## src/hdl/cmd_packet_rx_pkg.sv

```systemverilog
package cmd_packet_rx_pkg;

    localparam int pkt_max_len = 64;    // buffer depth in bytes
    localparam int crc_len     = 4;     // trailer bytes
    localparam int min_pkt_len = 5;     // one body byte plus trailer

    localparam logic [31:0] crc_init    = 32'hFFFF_FFFF;
    localparam logic [31:0] crc_poly    = 32'hEDB8_8320;   // reflected 0x04C11DB7
    localparam logic [31:0] crc_xor_out = 32'hFFFF_FFFF;

    // buffer address, also used as packet length
    typedef logic [5:0] pkt_addr_t;

    typedef struct packed {
        logic       strobe;     // one cycle per received byte
        logic [7:0] data;
    } uart_byte_t;

    typedef struct packed {
        logic      new_pkt;     // good packet, one cycle
        logic      busy;
        pkt_addr_t len;
    } rx_status_t;

    // trailer arrives LSB first, byte 0 is bits 7..0
    typedef union packed {
        logic [31:0]     word;
        logic [3:0][7:0] bytes;
    } crc_word_u;

endpackage

```

## src/hdl/cmd_packet_rx.sv

```systemverilog
`timescale 1ns/100ps

module cmd_packet_rx #(
    parameter int clks_per_bit   = 434,
    parameter int line_idle_clks = 6510
) (
    input  logic                          i_clk,
    input  logic                          i_n_reset,
    input  logic                          i_uart_rx,
    input  cmd_packet_rx_pkg::pkt_addr_t  i_rd_addr,
    output logic [7:0]                    o_rd_data,
    output cmd_packet_rx_pkg::rx_status_t o_status
);

    import cmd_packet_rx_pkg::*;

    uart_byte_t  rx_byte;
    logic        wr_en;
    pkt_addr_t   wr_addr;
    logic [7:0]  wr_data;
    pkt_addr_t   ctrl_rd_addr;
    logic [7:0]  ctrl_rd_data;
    logic        crc_init_pulse;
    logic        crc_byte_valid;
    logic [7:0]  crc_byte;
    logic [31:0] crc_value;

    uart_rx #(
        .clks_per_bit (clks_per_bit)
    ) u_uart_rx (
        .i_clk     (i_clk),
        .i_n_reset (i_n_reset),
        .i_serial  (i_uart_rx),
        .o_byte    (rx_byte)
    );

    rx_frame_ctrl #(
        .line_idle_clks (line_idle_clks)
    ) u_rx_frame_ctrl (
        .i_clk       (i_clk),
        .i_n_reset   (i_n_reset),
        .i_byte      (rx_byte),
        .o_wr_en     (wr_en),
        .o_wr_addr   (wr_addr),
        .o_wr_data   (wr_data),
        .o_rd_addr   (ctrl_rd_addr),
        .i_rd_data   (ctrl_rd_data),
        .o_crc_init  (crc_init_pulse),
        .o_crc_valid (crc_byte_valid),
        .o_crc_data  (crc_byte),
        .i_crc       (crc_value),
        .o_status    (o_status)
    );

    pkt_buffer u_pkt_buffer (
        .i_clk       (i_clk),
        .i_wr_en     (wr_en),
        .i_wr_addr   (wr_addr),
        .i_wr_data   (wr_data),
        .i_rd_addr_a (ctrl_rd_addr),
        .o_rd_data_a (ctrl_rd_data),
        .i_rd_addr_b (i_rd_addr),
        .o_rd_data_b (o_rd_data)
    );

    crc32_engine u_crc32_engine (
        .i_clk     (i_clk),
        .i_n_reset (i_n_reset),
        .i_init    (crc_init_pulse),
        .i_valid   (crc_byte_valid),
        .i_data    (crc_byte),
        .o_crc     (crc_value)
    );

endmodule

```

## src/hdl/crc32_engine.sv

```systemverilog
`timescale 1ns/100ps

module crc32_engine (
    input  logic        i_clk,
    input  logic        i_n_reset,
    input  logic        i_init,
    input  logic        i_valid,
    input  logic [7:0]  i_data,
    output logic [31:0] o_crc
);

    import cmd_packet_rx_pkg::*;

    logic [31:0] crc_q;

    // eight shift steps of the reflected polynomial
    function automatic logic [31:0] crc_step(
        input logic [31:0] crc,
        input logic [7:0]  data
    );
        logic [31:0] c;
        c = crc ^ {24'd0, data};
        for (int i = 0; i < 8; i++) begin
            c = c[0] ? ((c >> 1) ^ crc_poly) : (c >> 1);
        end
        return c;
    endfunction

    always_ff @(posedge i_clk or negedge i_n_reset) begin
        if (!i_n_reset) begin
            crc_q <= crc_init;
        end else if (i_init) begin
            crc_q <= crc_init;
        end else if (i_valid) begin
            crc_q <= crc_step(crc_q, i_data);
        end
    end

    assign o_crc = crc_q ^ crc_xor_out;

    init_valid_excl: assert property (@(posedge i_clk) disable iff (!i_n_reset)
        !(i_init && i_valid));

endmodule

```

## src/hdl/pkt_buffer.sv

```systemverilog
`timescale 1ns/100ps

module pkt_buffer (
    input  logic                         i_clk,
    input  logic                         i_wr_en,
    input  cmd_packet_rx_pkg::pkt_addr_t i_wr_addr,
    input  logic [7:0]                   i_wr_data,
    input  cmd_packet_rx_pkg::pkt_addr_t i_rd_addr_a,
    output logic [7:0]                   o_rd_data_a,
    input  cmd_packet_rx_pkg::pkt_addr_t i_rd_addr_b,
    output logic [7:0]                   o_rd_data_b
);

    import cmd_packet_rx_pkg::*;

    logic [7:0] mem [pkt_max_len];

    always_ff @(posedge i_clk) begin
        if (i_wr_en) begin
            mem[i_wr_addr] <= i_wr_data;
        end
    end

    // port a for the controller
    always_ff @(posedge i_clk) begin
        o_rd_data_a <= mem[i_rd_addr_a];
    end

    // port b for the external reader
    always_ff @(posedge i_clk) begin
        o_rd_data_b <= mem[i_rd_addr_b];
    end

endmodule

```

## src/hdl/rx_frame_ctrl.sv

```systemverilog
`timescale 1ns/100ps

module rx_frame_ctrl #(
    parameter int line_idle_clks = 6510
) (
    input  logic                          i_clk,
    input  logic                          i_n_reset,
    input  cmd_packet_rx_pkg::uart_byte_t i_byte,
    output logic                          o_wr_en,
    output cmd_packet_rx_pkg::pkt_addr_t  o_wr_addr,
    output logic [7:0]                    o_wr_data,
    output cmd_packet_rx_pkg::pkt_addr_t  o_rd_addr,
    input  logic [7:0]                    i_rd_data,
    output logic                          o_crc_init,
    output logic                          o_crc_valid,
    output logic [7:0]                    o_crc_data,
    input  logic [31:0]                   i_crc,
    output cmd_packet_rx_pkg::rx_status_t o_status
);

    import cmd_packet_rx_pkg::*;

    localparam int tmr_w = $clog2(line_idle_clks + 1);
    localparam logic [tmr_w-1:0] gap_last = tmr_w'(line_idle_clks - 1);

    localparam logic [2:0] st_idle    = 3'd0;
    localparam logic [2:0] st_collect = 3'd1;
    localparam logic [2:0] st_crc     = 3'd2;
    localparam logic [2:0] st_trailer = 3'd3;
    localparam logic [2:0] st_check   = 3'd4;

    logic [2:0]       state;
    pkt_addr_t        len;
    logic             ovf;
    logic [tmr_w-1:0] gap_cnt;
    pkt_addr_t        rd_addr;
    pkt_addr_t        body_last;
    logic             len_full;
    logic [1:0]       trl_cnt;
    logic [1:0]       trl_idx_q;
    logic             rd_body_q;   // body byte arrives next cycle
    logic             rd_trl_q;    // trailer byte arrives next cycle
    logic             crc_init_q;
    logic             new_q;
    crc_word_u        trailer;

    assign body_last = len - pkt_addr_t'(crc_len + 1);
    assign len_full  = (len == '1);

    // first byte goes to address 0, later ones at the running length
    assign o_wr_en   = i_byte.strobe &&
                       (state == st_idle || (state == st_collect && !len_full));
    assign o_wr_addr = (state == st_idle) ? '0 : len;
    assign o_wr_data = i_byte.data;

    assign o_rd_addr   = rd_addr;
    assign o_crc_init  = crc_init_q;
    assign o_crc_valid = rd_body_q;
    assign o_crc_data  = i_rd_data;

    assign o_status.new_pkt = new_q;
    assign o_status.busy    = (state != st_idle);
    assign o_status.len     = len;

    always_ff @(posedge i_clk or negedge i_n_reset) begin
        if (!i_n_reset) begin
            state      <= st_idle;
            len        <= '0;
            ovf        <= 1'b0;
            gap_cnt    <= '0;
            rd_addr    <= '0;
            trl_cnt    <= '0;
            trl_idx_q  <= '0;
            rd_body_q  <= 1'b0;
            rd_trl_q   <= 1'b0;
            crc_init_q <= 1'b0;
            new_q      <= 1'b0;
        end else begin
            crc_init_q <= 1'b0;
            new_q      <= 1'b0;
            rd_body_q  <= 1'b0;
            rd_trl_q   <= 1'b0;
            case (state)
                st_idle: begin
                    if (i_byte.strobe) begin
                        len     <= pkt_addr_t'(1);
                        ovf     <= 1'b0;
                        gap_cnt <= '0;
                        state   <= st_collect;
                    end
                end
                st_collect: begin
                    if (i_byte.strobe) begin
                        gap_cnt <= '0;
                        if (len_full) begin
                            ovf <= 1'b1;   // 64th byte, packet is lost
                        end else begin
                            len <= len + 1'b1;
                        end
                    end else if (gap_cnt == gap_last) begin
                        gap_cnt <= '0;
                        if (ovf || len < pkt_addr_t'(min_pkt_len)) begin
                            state <= st_idle;
                        end else begin
                            rd_addr    <= '0;
                            crc_init_q <= 1'b1;
                            state      <= st_crc;
                        end
                    end else begin
                        gap_cnt <= gap_cnt + 1'b1;
                    end
                end
                st_crc: begin
                    rd_body_q <= 1'b1;
                    rd_addr   <= rd_addr + 1'b1;
                    trl_cnt   <= '0;
                    if (rd_addr == body_last) begin
                        state <= st_trailer;
                    end
                end
                st_trailer: begin
                    rd_trl_q  <= 1'b1;
                    trl_idx_q <= trl_cnt;
                    rd_addr   <= rd_addr + 1'b1;
                    trl_cnt   <= trl_cnt + 1'b1;
                    if (trl_cnt == 2'd3) begin
                        state <= st_check;
                    end
                end
                st_check: begin
                    // wait for the last trailer byte to land
                    if (!rd_trl_q) begin
                        new_q <= (trailer.word == i_crc);
                        state <= st_idle;
                    end
                end
                default: state <= st_idle;
            endcase
        end
    end

    always_ff @(posedge i_clk) begin
        if (rd_trl_q) begin
            trailer.bytes[trl_idx_q] <= i_rd_data;
        end
    end

    new_len_ok: assert property (@(posedge i_clk) disable iff (!i_n_reset)
        new_q |-> (len >= pkt_addr_t'(min_pkt_len)));

endmodule

```

## src/hdl/uart_rx.sv

```systemverilog
`timescale 1ns/100ps

module uart_rx #(
    parameter int clks_per_bit = 434
) (
    input  logic                          i_clk,
    input  logic                          i_n_reset,
    input  logic                          i_serial,
    output cmd_packet_rx_pkg::uart_byte_t o_byte
);

    localparam int cnt_w = $clog2(clks_per_bit + 1);
    localparam logic [cnt_w-1:0] bit_last  = cnt_w'(clks_per_bit - 1);
    localparam logic [cnt_w-1:0] half_last = cnt_w'(clks_per_bit / 2 - 1);

    localparam logic [2:0] st_idle  = 3'd0;
    localparam logic [2:0] st_start = 3'd1;
    localparam logic [2:0] st_data  = 3'd2;
    localparam logic [2:0] st_stop  = 3'd3;
    localparam logic [2:0] st_tail  = 3'd4;   // rest of stop bit

    logic [1:0]       rx_sync;
    logic             rx_bit;
    logic [2:0]       state;
    logic [cnt_w-1:0] clk_cnt;
    logic [2:0]       bit_idx;
    logic [7:0]       shift_q;
    logic             strobe_q;

    assign rx_bit = rx_sync[1];

    always_ff @(posedge i_clk or negedge i_n_reset) begin
        if (!i_n_reset) begin
            rx_sync  <= 2'b11;   // line idles high
            state    <= st_idle;
            clk_cnt  <= '0;
            bit_idx  <= '0;
            strobe_q <= 1'b0;
        end else begin
            rx_sync  <= {rx_sync[0], i_serial};
            strobe_q <= 1'b0;
            case (state)
                st_idle: begin
                    clk_cnt <= '0;
                    bit_idx <= '0;
                    if (!rx_bit) begin
                        state <= st_start;
                    end
                end
                st_start: begin
                    if (clk_cnt == half_last) begin
                        clk_cnt <= '0;
                        state   <= rx_bit ? st_idle : st_data;   // short glitch dropped
                    end else begin
                        clk_cnt <= clk_cnt + 1'b1;
                    end
                end
                st_data: begin
                    if (clk_cnt == bit_last) begin
                        clk_cnt <= '0;
                        bit_idx <= bit_idx + 1'b1;
                        if (bit_idx == 3'd7) begin
                            state <= st_stop;
                        end
                    end else begin
                        clk_cnt <= clk_cnt + 1'b1;
                    end
                end
                st_stop: begin
                    if (clk_cnt == bit_last) begin
                        clk_cnt <= '0;
                        state   <= rx_bit ? st_tail : st_idle;   // framing error drops the byte
                    end else begin
                        clk_cnt <= clk_cnt + 1'b1;
                    end
                end
                st_tail: begin
                    if (clk_cnt == half_last) begin
                        strobe_q <= 1'b1;
                        state    <= st_idle;
                    end else begin
                        clk_cnt <= clk_cnt + 1'b1;
                    end
                end
                default: state <= st_idle;
            endcase
        end
    end

    always_ff @(posedge i_clk) begin
        if (state == st_data && clk_cnt == bit_last) begin
            shift_q <= {rx_bit, shift_q[7:1]};   // lsb first
        end
    end

    assign o_byte.strobe = strobe_q;
    assign o_byte.data   = shift_q;

    strobe_single: assert property (@(posedge i_clk) disable iff (!i_n_reset)
        o_byte.strobe |=> !o_byte.strobe);

endmodule

```

## config.mk

```make
export PLATFORM = sky130hd
export DESIGN_NAME = cmd_packet_rx
export DESIGN_NICKNAME = d
export VERILOG_FILES = /design/src/hdl/cmd_packet_rx_pkg.sv /design/src/hdl/cmd_packet_rx.sv /design/src/hdl/crc32_engine.sv /design/src/hdl/pkt_buffer.sv /design/src/hdl/rx_frame_ctrl.sv /design/src/hdl/uart_rx.sv
export SDC_FILE = /design/constraint.sdc
export NUM_CORES = 1
export LEC_CHECK = 0
export ABC_AREA = 1
export BUFFER_PORTS_ARGS = -buffer_cell sky130_fd_sc_hd__buf_4
export CAP_MARGIN = 25
export CORE_MARGIN = 2
export CORE_UTILIZATION = 46
export CTS_CLUSTER_SIZE = 24
export DETAILED_ROUTE_END_ITERATION = 8
export SYNTH_ARGS = -nofsm -noshare
export SYNTH_HDL_FRONTEND = slang
export SYNTH_SLANG_ARGS = --single-unit
```

## constraint.sdc

```tcl
create_clock -name i_clk -period 3.2 [get_ports i_clk]
set_input_delay 0.16 -clock i_clk [delete_from_list [all_inputs] [get_ports i_clk]]
set_output_delay 0.16 -clock i_clk [all_outputs]
set_load 0.02 [all_outputs]
```

After elaboration in Yosys (flattened, before gate mapping)
Memory sizes are Yosys's and may differ from the RTL's. A register that Yosys moved wholly into a read port is not among the register bits. Cells that the tools add are included.

Flip-flop bits (word level): 127. RAM bits: 512. Bits of input ports: 9. Output and inout bits: 16. Word-level logic and storage cells: 165. Memories: 1.

Add/subtract/negate cells: 7. Order comparisons: 3. Equality and inequality tests: 33. Muxes and demuxes: 66. Bitwise operators: 10. Reduce and logical (&&, ||, !) cells: 26.

Memories: u_pkt_buffer.mem (depth 64, width 8, rd ports 2, clocked after memory_dff 2, write ports 1, RTL line pkt_buffer.sv:16) `logic [7:0] mem [pkt_max_len];`.

Operators with widths (number): two-way mux 32 bit (10); inverter 13 -> 14 bit (8); two-way mux 3 bit (14); two-way mux 6 bit (7); two-way mux 13 bit (3); case mux 9 bit (4 select lines) (1); bitwise mux 32 bit (1); == test 32 bit (1); inverter 32 bit (1); bitwise XOR 32 x 8 -> 32 bit (1); case mux 3 bit (5 select lines) (2); two-way mux 9 bit (3); case mux 13 bit (2 select lines) (1); case mux 6 bit (2 select lines) (2); != test 2 bit (second input constant) (9); demux 8 bit (select 2 bit) (1); != test 2 x 1 -> 1 bit (second input constant) (8); two-way mux 1 bit (15); adder 13 x 1 -> 13 bit (second input constant) (1); == test 13 bit (second input constant) (1); adder 6 x 1 -> 6 bit (second input constant) (2); == test 3 x 2 -> 1 bit (second input constant) (4); AND reduction 4 bit (3); AND reduction 6 bit (2); 28 further kinds (44).

Depth between registers and ports, before layout
Depth after elaboration: 19. Gate-level depth with buffers: 14. Depth with buffers taken out: 14.

Hierarchy
From an unflattened synthesis, not the netlist that was laid out.

Cell total of the unflattened synthesis: 4000. Area, all modules: 34623.2 µm².

Modules (own cells, without submodules): pkt_buffer (instances 1, cells each 3008, area an instance 26784.4 µm², sequential area each 15695.1 µm²); rx_frame_ctrl (instances 1, cells each 442, area an instance 3816.2 µm², sequential area each 1886.8 µm²); crc32_engine (instances 1, cells each 367, area an instance 2552.4 µm², sequential area each 840.8 µm²); uart_rx (instances 1, cells each 183, area an instance 1470.2 µm², sequential area each 693.2 µm²).

Worst setup path before layout
OpenSTA, ideal clock, no wires.

Kind: register -> register. Start point: register u_rx_frame_ctrl.len[1]. End point: memory u_pkt_buffer.mem[10][0] (enable). Library setup time: 0.395 ns. Arrival time: 2.165 ns. Data required time: 2.805 ns. Path slack: 0.641 ns. Stages on the path, launching flop included: 9. Buffers on the path: 0. Clock period less this slack: 2.559 ns. Path through: dfrtp_1 ha_1 nand3_1 nor2_1 nor2_1 nand2_1 nand2_2 nand3_2 nor4_1.

Longest elaborated chain between the ends: 7. Elaborated cells on any way between the ends: 8. Classes of those cells: eq/ne (1); mux (3); reduce/logical (4).

Ends and longest elaborated chain: start: declaration (RTL line rx_frame_ctrl.sv:33) `pkt_addr_t len;`; start signal: assignment (RTL line rx_frame_ctrl.sv:86) `len <= pkt_addr_t'(1);`; start signal: assignment (RTL line rx_frame_ctrl.sv:98) `len <= len + 1'b1;`; == test 6 bit (RTL line rx_frame_ctrl.sv:48) `assign len_full = (len == '1);`; zero test 1 bit (RTL line rx_frame_ctrl.sv:52) `(state == st_idle || (state == st_collect && !len_full));`; logical AND 1 bit (RTL line rx_frame_ctrl.sv:52); logical OR 1 bit (RTL line rx_frame_ctrl.sv:52); logical AND 1 bit (RTL line rx_frame_ctrl.sv:51) `assign o_wr_en = i_byte.strobe &&`; two-way mux 1 bit (RTL line pkt_buffer.sv:19) `if (i_wr_en) begin`; two-way mux 1 bit (implied by the code) (RTL line pkt_buffer.sv:20) `mem[i_wr_addr] <= i_wr_data;`; end: declaration (RTL line pkt_buffer.sv:16).

Parallel ways exist; a longest one is shown, timed or not.

Final worst setup path
Start point: register u_rx_frame_ctrl.len[0]. End point: memory u_pkt_buffer.mem[39][3] (enable).

Same word-level chain as after synthesis.

==> flow_metrics.env <==
export IMPL_cts_made_buffers=75
export IMPL_slowest_delay_ns=0.64
export IMPL_wire_per_inst_microns=23.4
export IMPL_cts_tree="yes"
export IMPL_die_x_microns=271
export IMPL_cp_end_kind="flip-flop"
export IMPL_slew_limit_headroom=0.272
export IMPL_antenna_found_initial=1
export IMPL_antenna_left=0
export IMPL_final_setup_viol_count=0
export IMPL_synthFlopType="edfxtp_1"
export IMPL_drt_iter0_markers=4172
export IMPL_ios=25
export IMPL_slowest_stage="nor2_1"
export IMPL_crit_type="flip-flop to flip-flop"
export IMPL_final_area_sq_um=37000
export IMPL_via_per_inst=5.92
export IMPL_start_kind="flip-flop"
export IMPL_vdd_drop_max_mv=0.395
export IMPL_critPathBufInv=0
export IMPL_tightest_slew_ns=1.09
export IMPL_drive_gt1_frac=0.101
export IMPL_critPathMaxFanout=17
export IMPL_path_depth=8
export IMPL_mostFrequentLayoutCell="nand2_1"
export IMPL_grt_pass1_wl_microns=160000
export IMPL_cts_sinks=655
export IMPL_syn_num_nets=3567
export IMPL_worstSkewPairLatency_ns=0.63
export IMPL_grt_pass1_vias=25016
export IMPL_async_flop_share=0.133
export IMPL_crit_required_ns=3.45
export IMPL_maxCapViolCount=0
export IMPL_hold_viol_final=0
export IMPL_drt_wl_total_microns=107000
export IMPL_critPathTopFamily="simple AND/OR/NAND/NOR gates"
export IMPL_rows=98
export IMPL_crit_arrival_ns=3.02
export IMPL_cts_resized=0
export IMPL_htree_num_levels=3
export IMPL_path_cells="ha_1 -> nand3_1 -> nor2_1 -> nor2_1 -> nand2_1 -> nand2_2 -> nand3_2 -> nor2_1"
export IMPL_rsz0062_at_grt="no"
export IMPL_ys_types=58
export IMPL_worst_path_most_repeated_cell="nor2_1"
export IMPL_avgSynthCellArea_sq_um=9.27
export IMPL_post_dp_cell_area_sq_um=34600
export IMPL_start_util=0.462
export IMPL_hold_path_class="primary input to flip-flop"
export IMPL_dieArea_sq_um=73600
export IMPL_coreArea_sq_um=71100
export IMPL_drc=0
export IMPL_synth_edf_count=552
export IMPL_holdPathStages=4
export IMPL_setup_tns_ns=0
export IMPL_die_h_microns=271
export IMPL_area_growth_pct=12.7
export IMPL_gp_congestion=0.934
export IMPL_synth_yosys_seq_area_share=0.581
export IMPL_gr_total_overflow=0
export IMPL_syn_area_sq_um=32900
export IMPL_clockBufferDepth=3
export IMPL_first_pass_iters=6
export IMPL_clkTransAtPathRegs_ns=0.06
export IMPL_layout_common_cells="nand2_1, edfxtp_1, o21ai_0"
export IMPL_root_buffer="clkbuf_16"
export IMPL_slew_violations=0
export IMPL_grt_usage=0.287
export IMPL_reg2regPathDepth=8
export IMPL_vias=27093
export IMPL_syn_inst=3547
export IMPL_status="completed"
export IMPL_power_leakage_nw=13.8
export IMPL_min_period_ns=2.78
export IMPL_grt_start_max_net_pins=122
export IMPL_powerDensity_nw_per_um2=500
export IMPL_final_nets=3592
export IMPL_period_share=0.867
export IMPL_max_freq_mhz=360
export IMPL_ys_ff_latch=655
export IMPL_hpwl_microns=68100
export IMPL_fin_worst_skew_ns=0.0298
export IMPL_ys_warn_count=0
export IMPL_portBuffers=24
## cells by family after synthesis
family | share of synthesized area
buffers and inverters | 0.0634
adders and majority gates | 0.00419
AOI/OAI and AO/OA | 0.171
DFF | 0.581
and+or+nand+nor | 0.166
xor gates and xnor gates | 0.0143
## power breakdown
part | leakage (nW) | total [mW] | internal (mW) | switching, mW
Sequential | 6.16 | 9.15 | 9.15 | 0.00417
Combinational | 6.44 | 0.730 | 0.207 | 0.523
Clock | 1.18 | 8.63 | 5.01 | 3.62
Total | 13.8 | 18.5 | 14.4 | 4.15
## sequential cells by signal, indices dropped and copies added (netlist names), 2 cells and up
name                       flops
u_pkt_buffer.o_rd_data_a       8
u_rx_frame_ctrl.len            6
u_uart_rx.clk_cnt              9
u_uart_rx.state                3
u_rx_frame_ctrl.trailer       32
u_rx_frame_ctrl.trl_idx_q      2
u_rx_frame_ctrl.trl_cnt        2
u_uart_rx.shift_q              8
u_crc32_engine.crc_q          32
u_rx_frame_ctrl.gap_cnt       13
u_rx_frame_ctrl.o_rd_addr      6
u_uart_rx.bit_idx              3
u_rx_frame_ctrl.state          3
u_pkt_buffer.mem             512
u_uart_rx.rx_sync              2
u_pkt_buffer.o_rd_data_b       8
## per-layer routing
| metal | part of all wire | track usage |
|---|---|---|
| met5 | 0 | 0 |
| met2 | 0.44 | 0.430 |
| met4 | 0.031 | 0.0964 |
| met3 | 0.11 | 0.0609 |
| met1 | 0.42 | 0.416 |
## metrics by stage
stage	worst slack (ns)	util	hold WS, ns	instances	total power, mW
after floorplan	0.641	-	-0.136	3547	9.78
after global placement	0.544	0.486	0.270	4441	10.0
after detailed placement	0.439	0.486	0.271	4442	10.0
after CTS	0.437	0.521	0.0515	4578	18.6
after global routing	0.290	0.521	0.0801	4578	19.0
final	0.425	0.521	0.0917	4579	18.5
## synth_stat cells, types with 4 or more instances
cell,n,area share
inv_2,12,0.0014
a31oi_1,4,0.00076
nor2_4,4,0.0014
buf_1,20,0.0023
inv_1,254,0.029
xor2_1,33,0.0088
or2_2,6,0.0011
nand2_2,12,0.0023
dfxtp_1,16,0.0097
nand3b_1,6,0.0014
nand3_1,237,0.036
a21oi_1,260,0.040
o211ai_1,118,0.027
nor3_1,22,0.0033
buf_6,8,0.0027
nand4_1,31,0.0059
buf_2,90,0.014
ha_1,11,0.0042
clkbuf_1,96,0.011
buf_4,10,0.0023
dfstp_2,34,0.027
o21ai_0,515,0.078
dfrtp_1,53,0.040
clkinv_1,4,0.00046
o21ai_1,74,0.011
o22ai_1,43,0.0082
edfxtp_1,552,0.50
nand2_1,605,0.069
nor2_1,357,0.041
xnor2_1,15,0.0040
## worst paths after layout
kind | from | end | slack [ns]
min | i_rd_addr[4] | u_pkt_buffer.o_rd_data_b[6]$_DFF_P_ | 0.09
min reg2reg | u_uart_rx.rx_sync[0]$_DFF_PN1_ | u_uart_rx.rx_sync[1]$_DFF_PN1_ | 0.35
max | u_rx_frame_ctrl.len[0]$_DFFE_PN0P_ | u_pkt_buffer.mem[39][3]$_DFFE_PP_ | 0.42
max in group asynchronous | i_n_reset | u_crc32_engine.crc_q[16]$_DFFE_PN1P_ | 2.19
max reg2reg | u_rx_frame_ctrl.len[0]$_DFFE_PN0P_ | u_pkt_buffer.mem[39][3]$_DFFE_PP_ | 0.42
min in group asynchronous | i_n_reset | u_rx_frame_ctrl.o_crc_init$_DFF_PN0_ | 0.21
## worst register-to-register path: stages, from the launching register on
cell,delay (ns)
dfrtp_1,0.49
ha_1,0.29
nand3_1,0.09
nor2_1,0.04
nor2_1,0.13
nand2_1,0.10
nand2_2,0.26
nand3_2,0.35
nor2_1,0.65
## what timing repair did
action,in CTS,in global routing
hold buffers,3,0
setup buffers,0,0
endpoints found under the hold margin,58,0
## final cells by class
| type | instances | area (sq um) |
|---|---|---|
| diodes | 1 | 2.50 |
| clock buffers | 92 | 1990 |
| clock inverters | 41 | 438 |
| fillers | 6504 | 34100 |
| inverters | 270 | 1020 |
| multi-input cells | 2396 | 11700 |
| flip-flops and latches | 655 | 19100 |
| well taps | 950 | 1190 |
| repair buffers | 174 | 1600 |
Power figures use the tool's default switching activity.
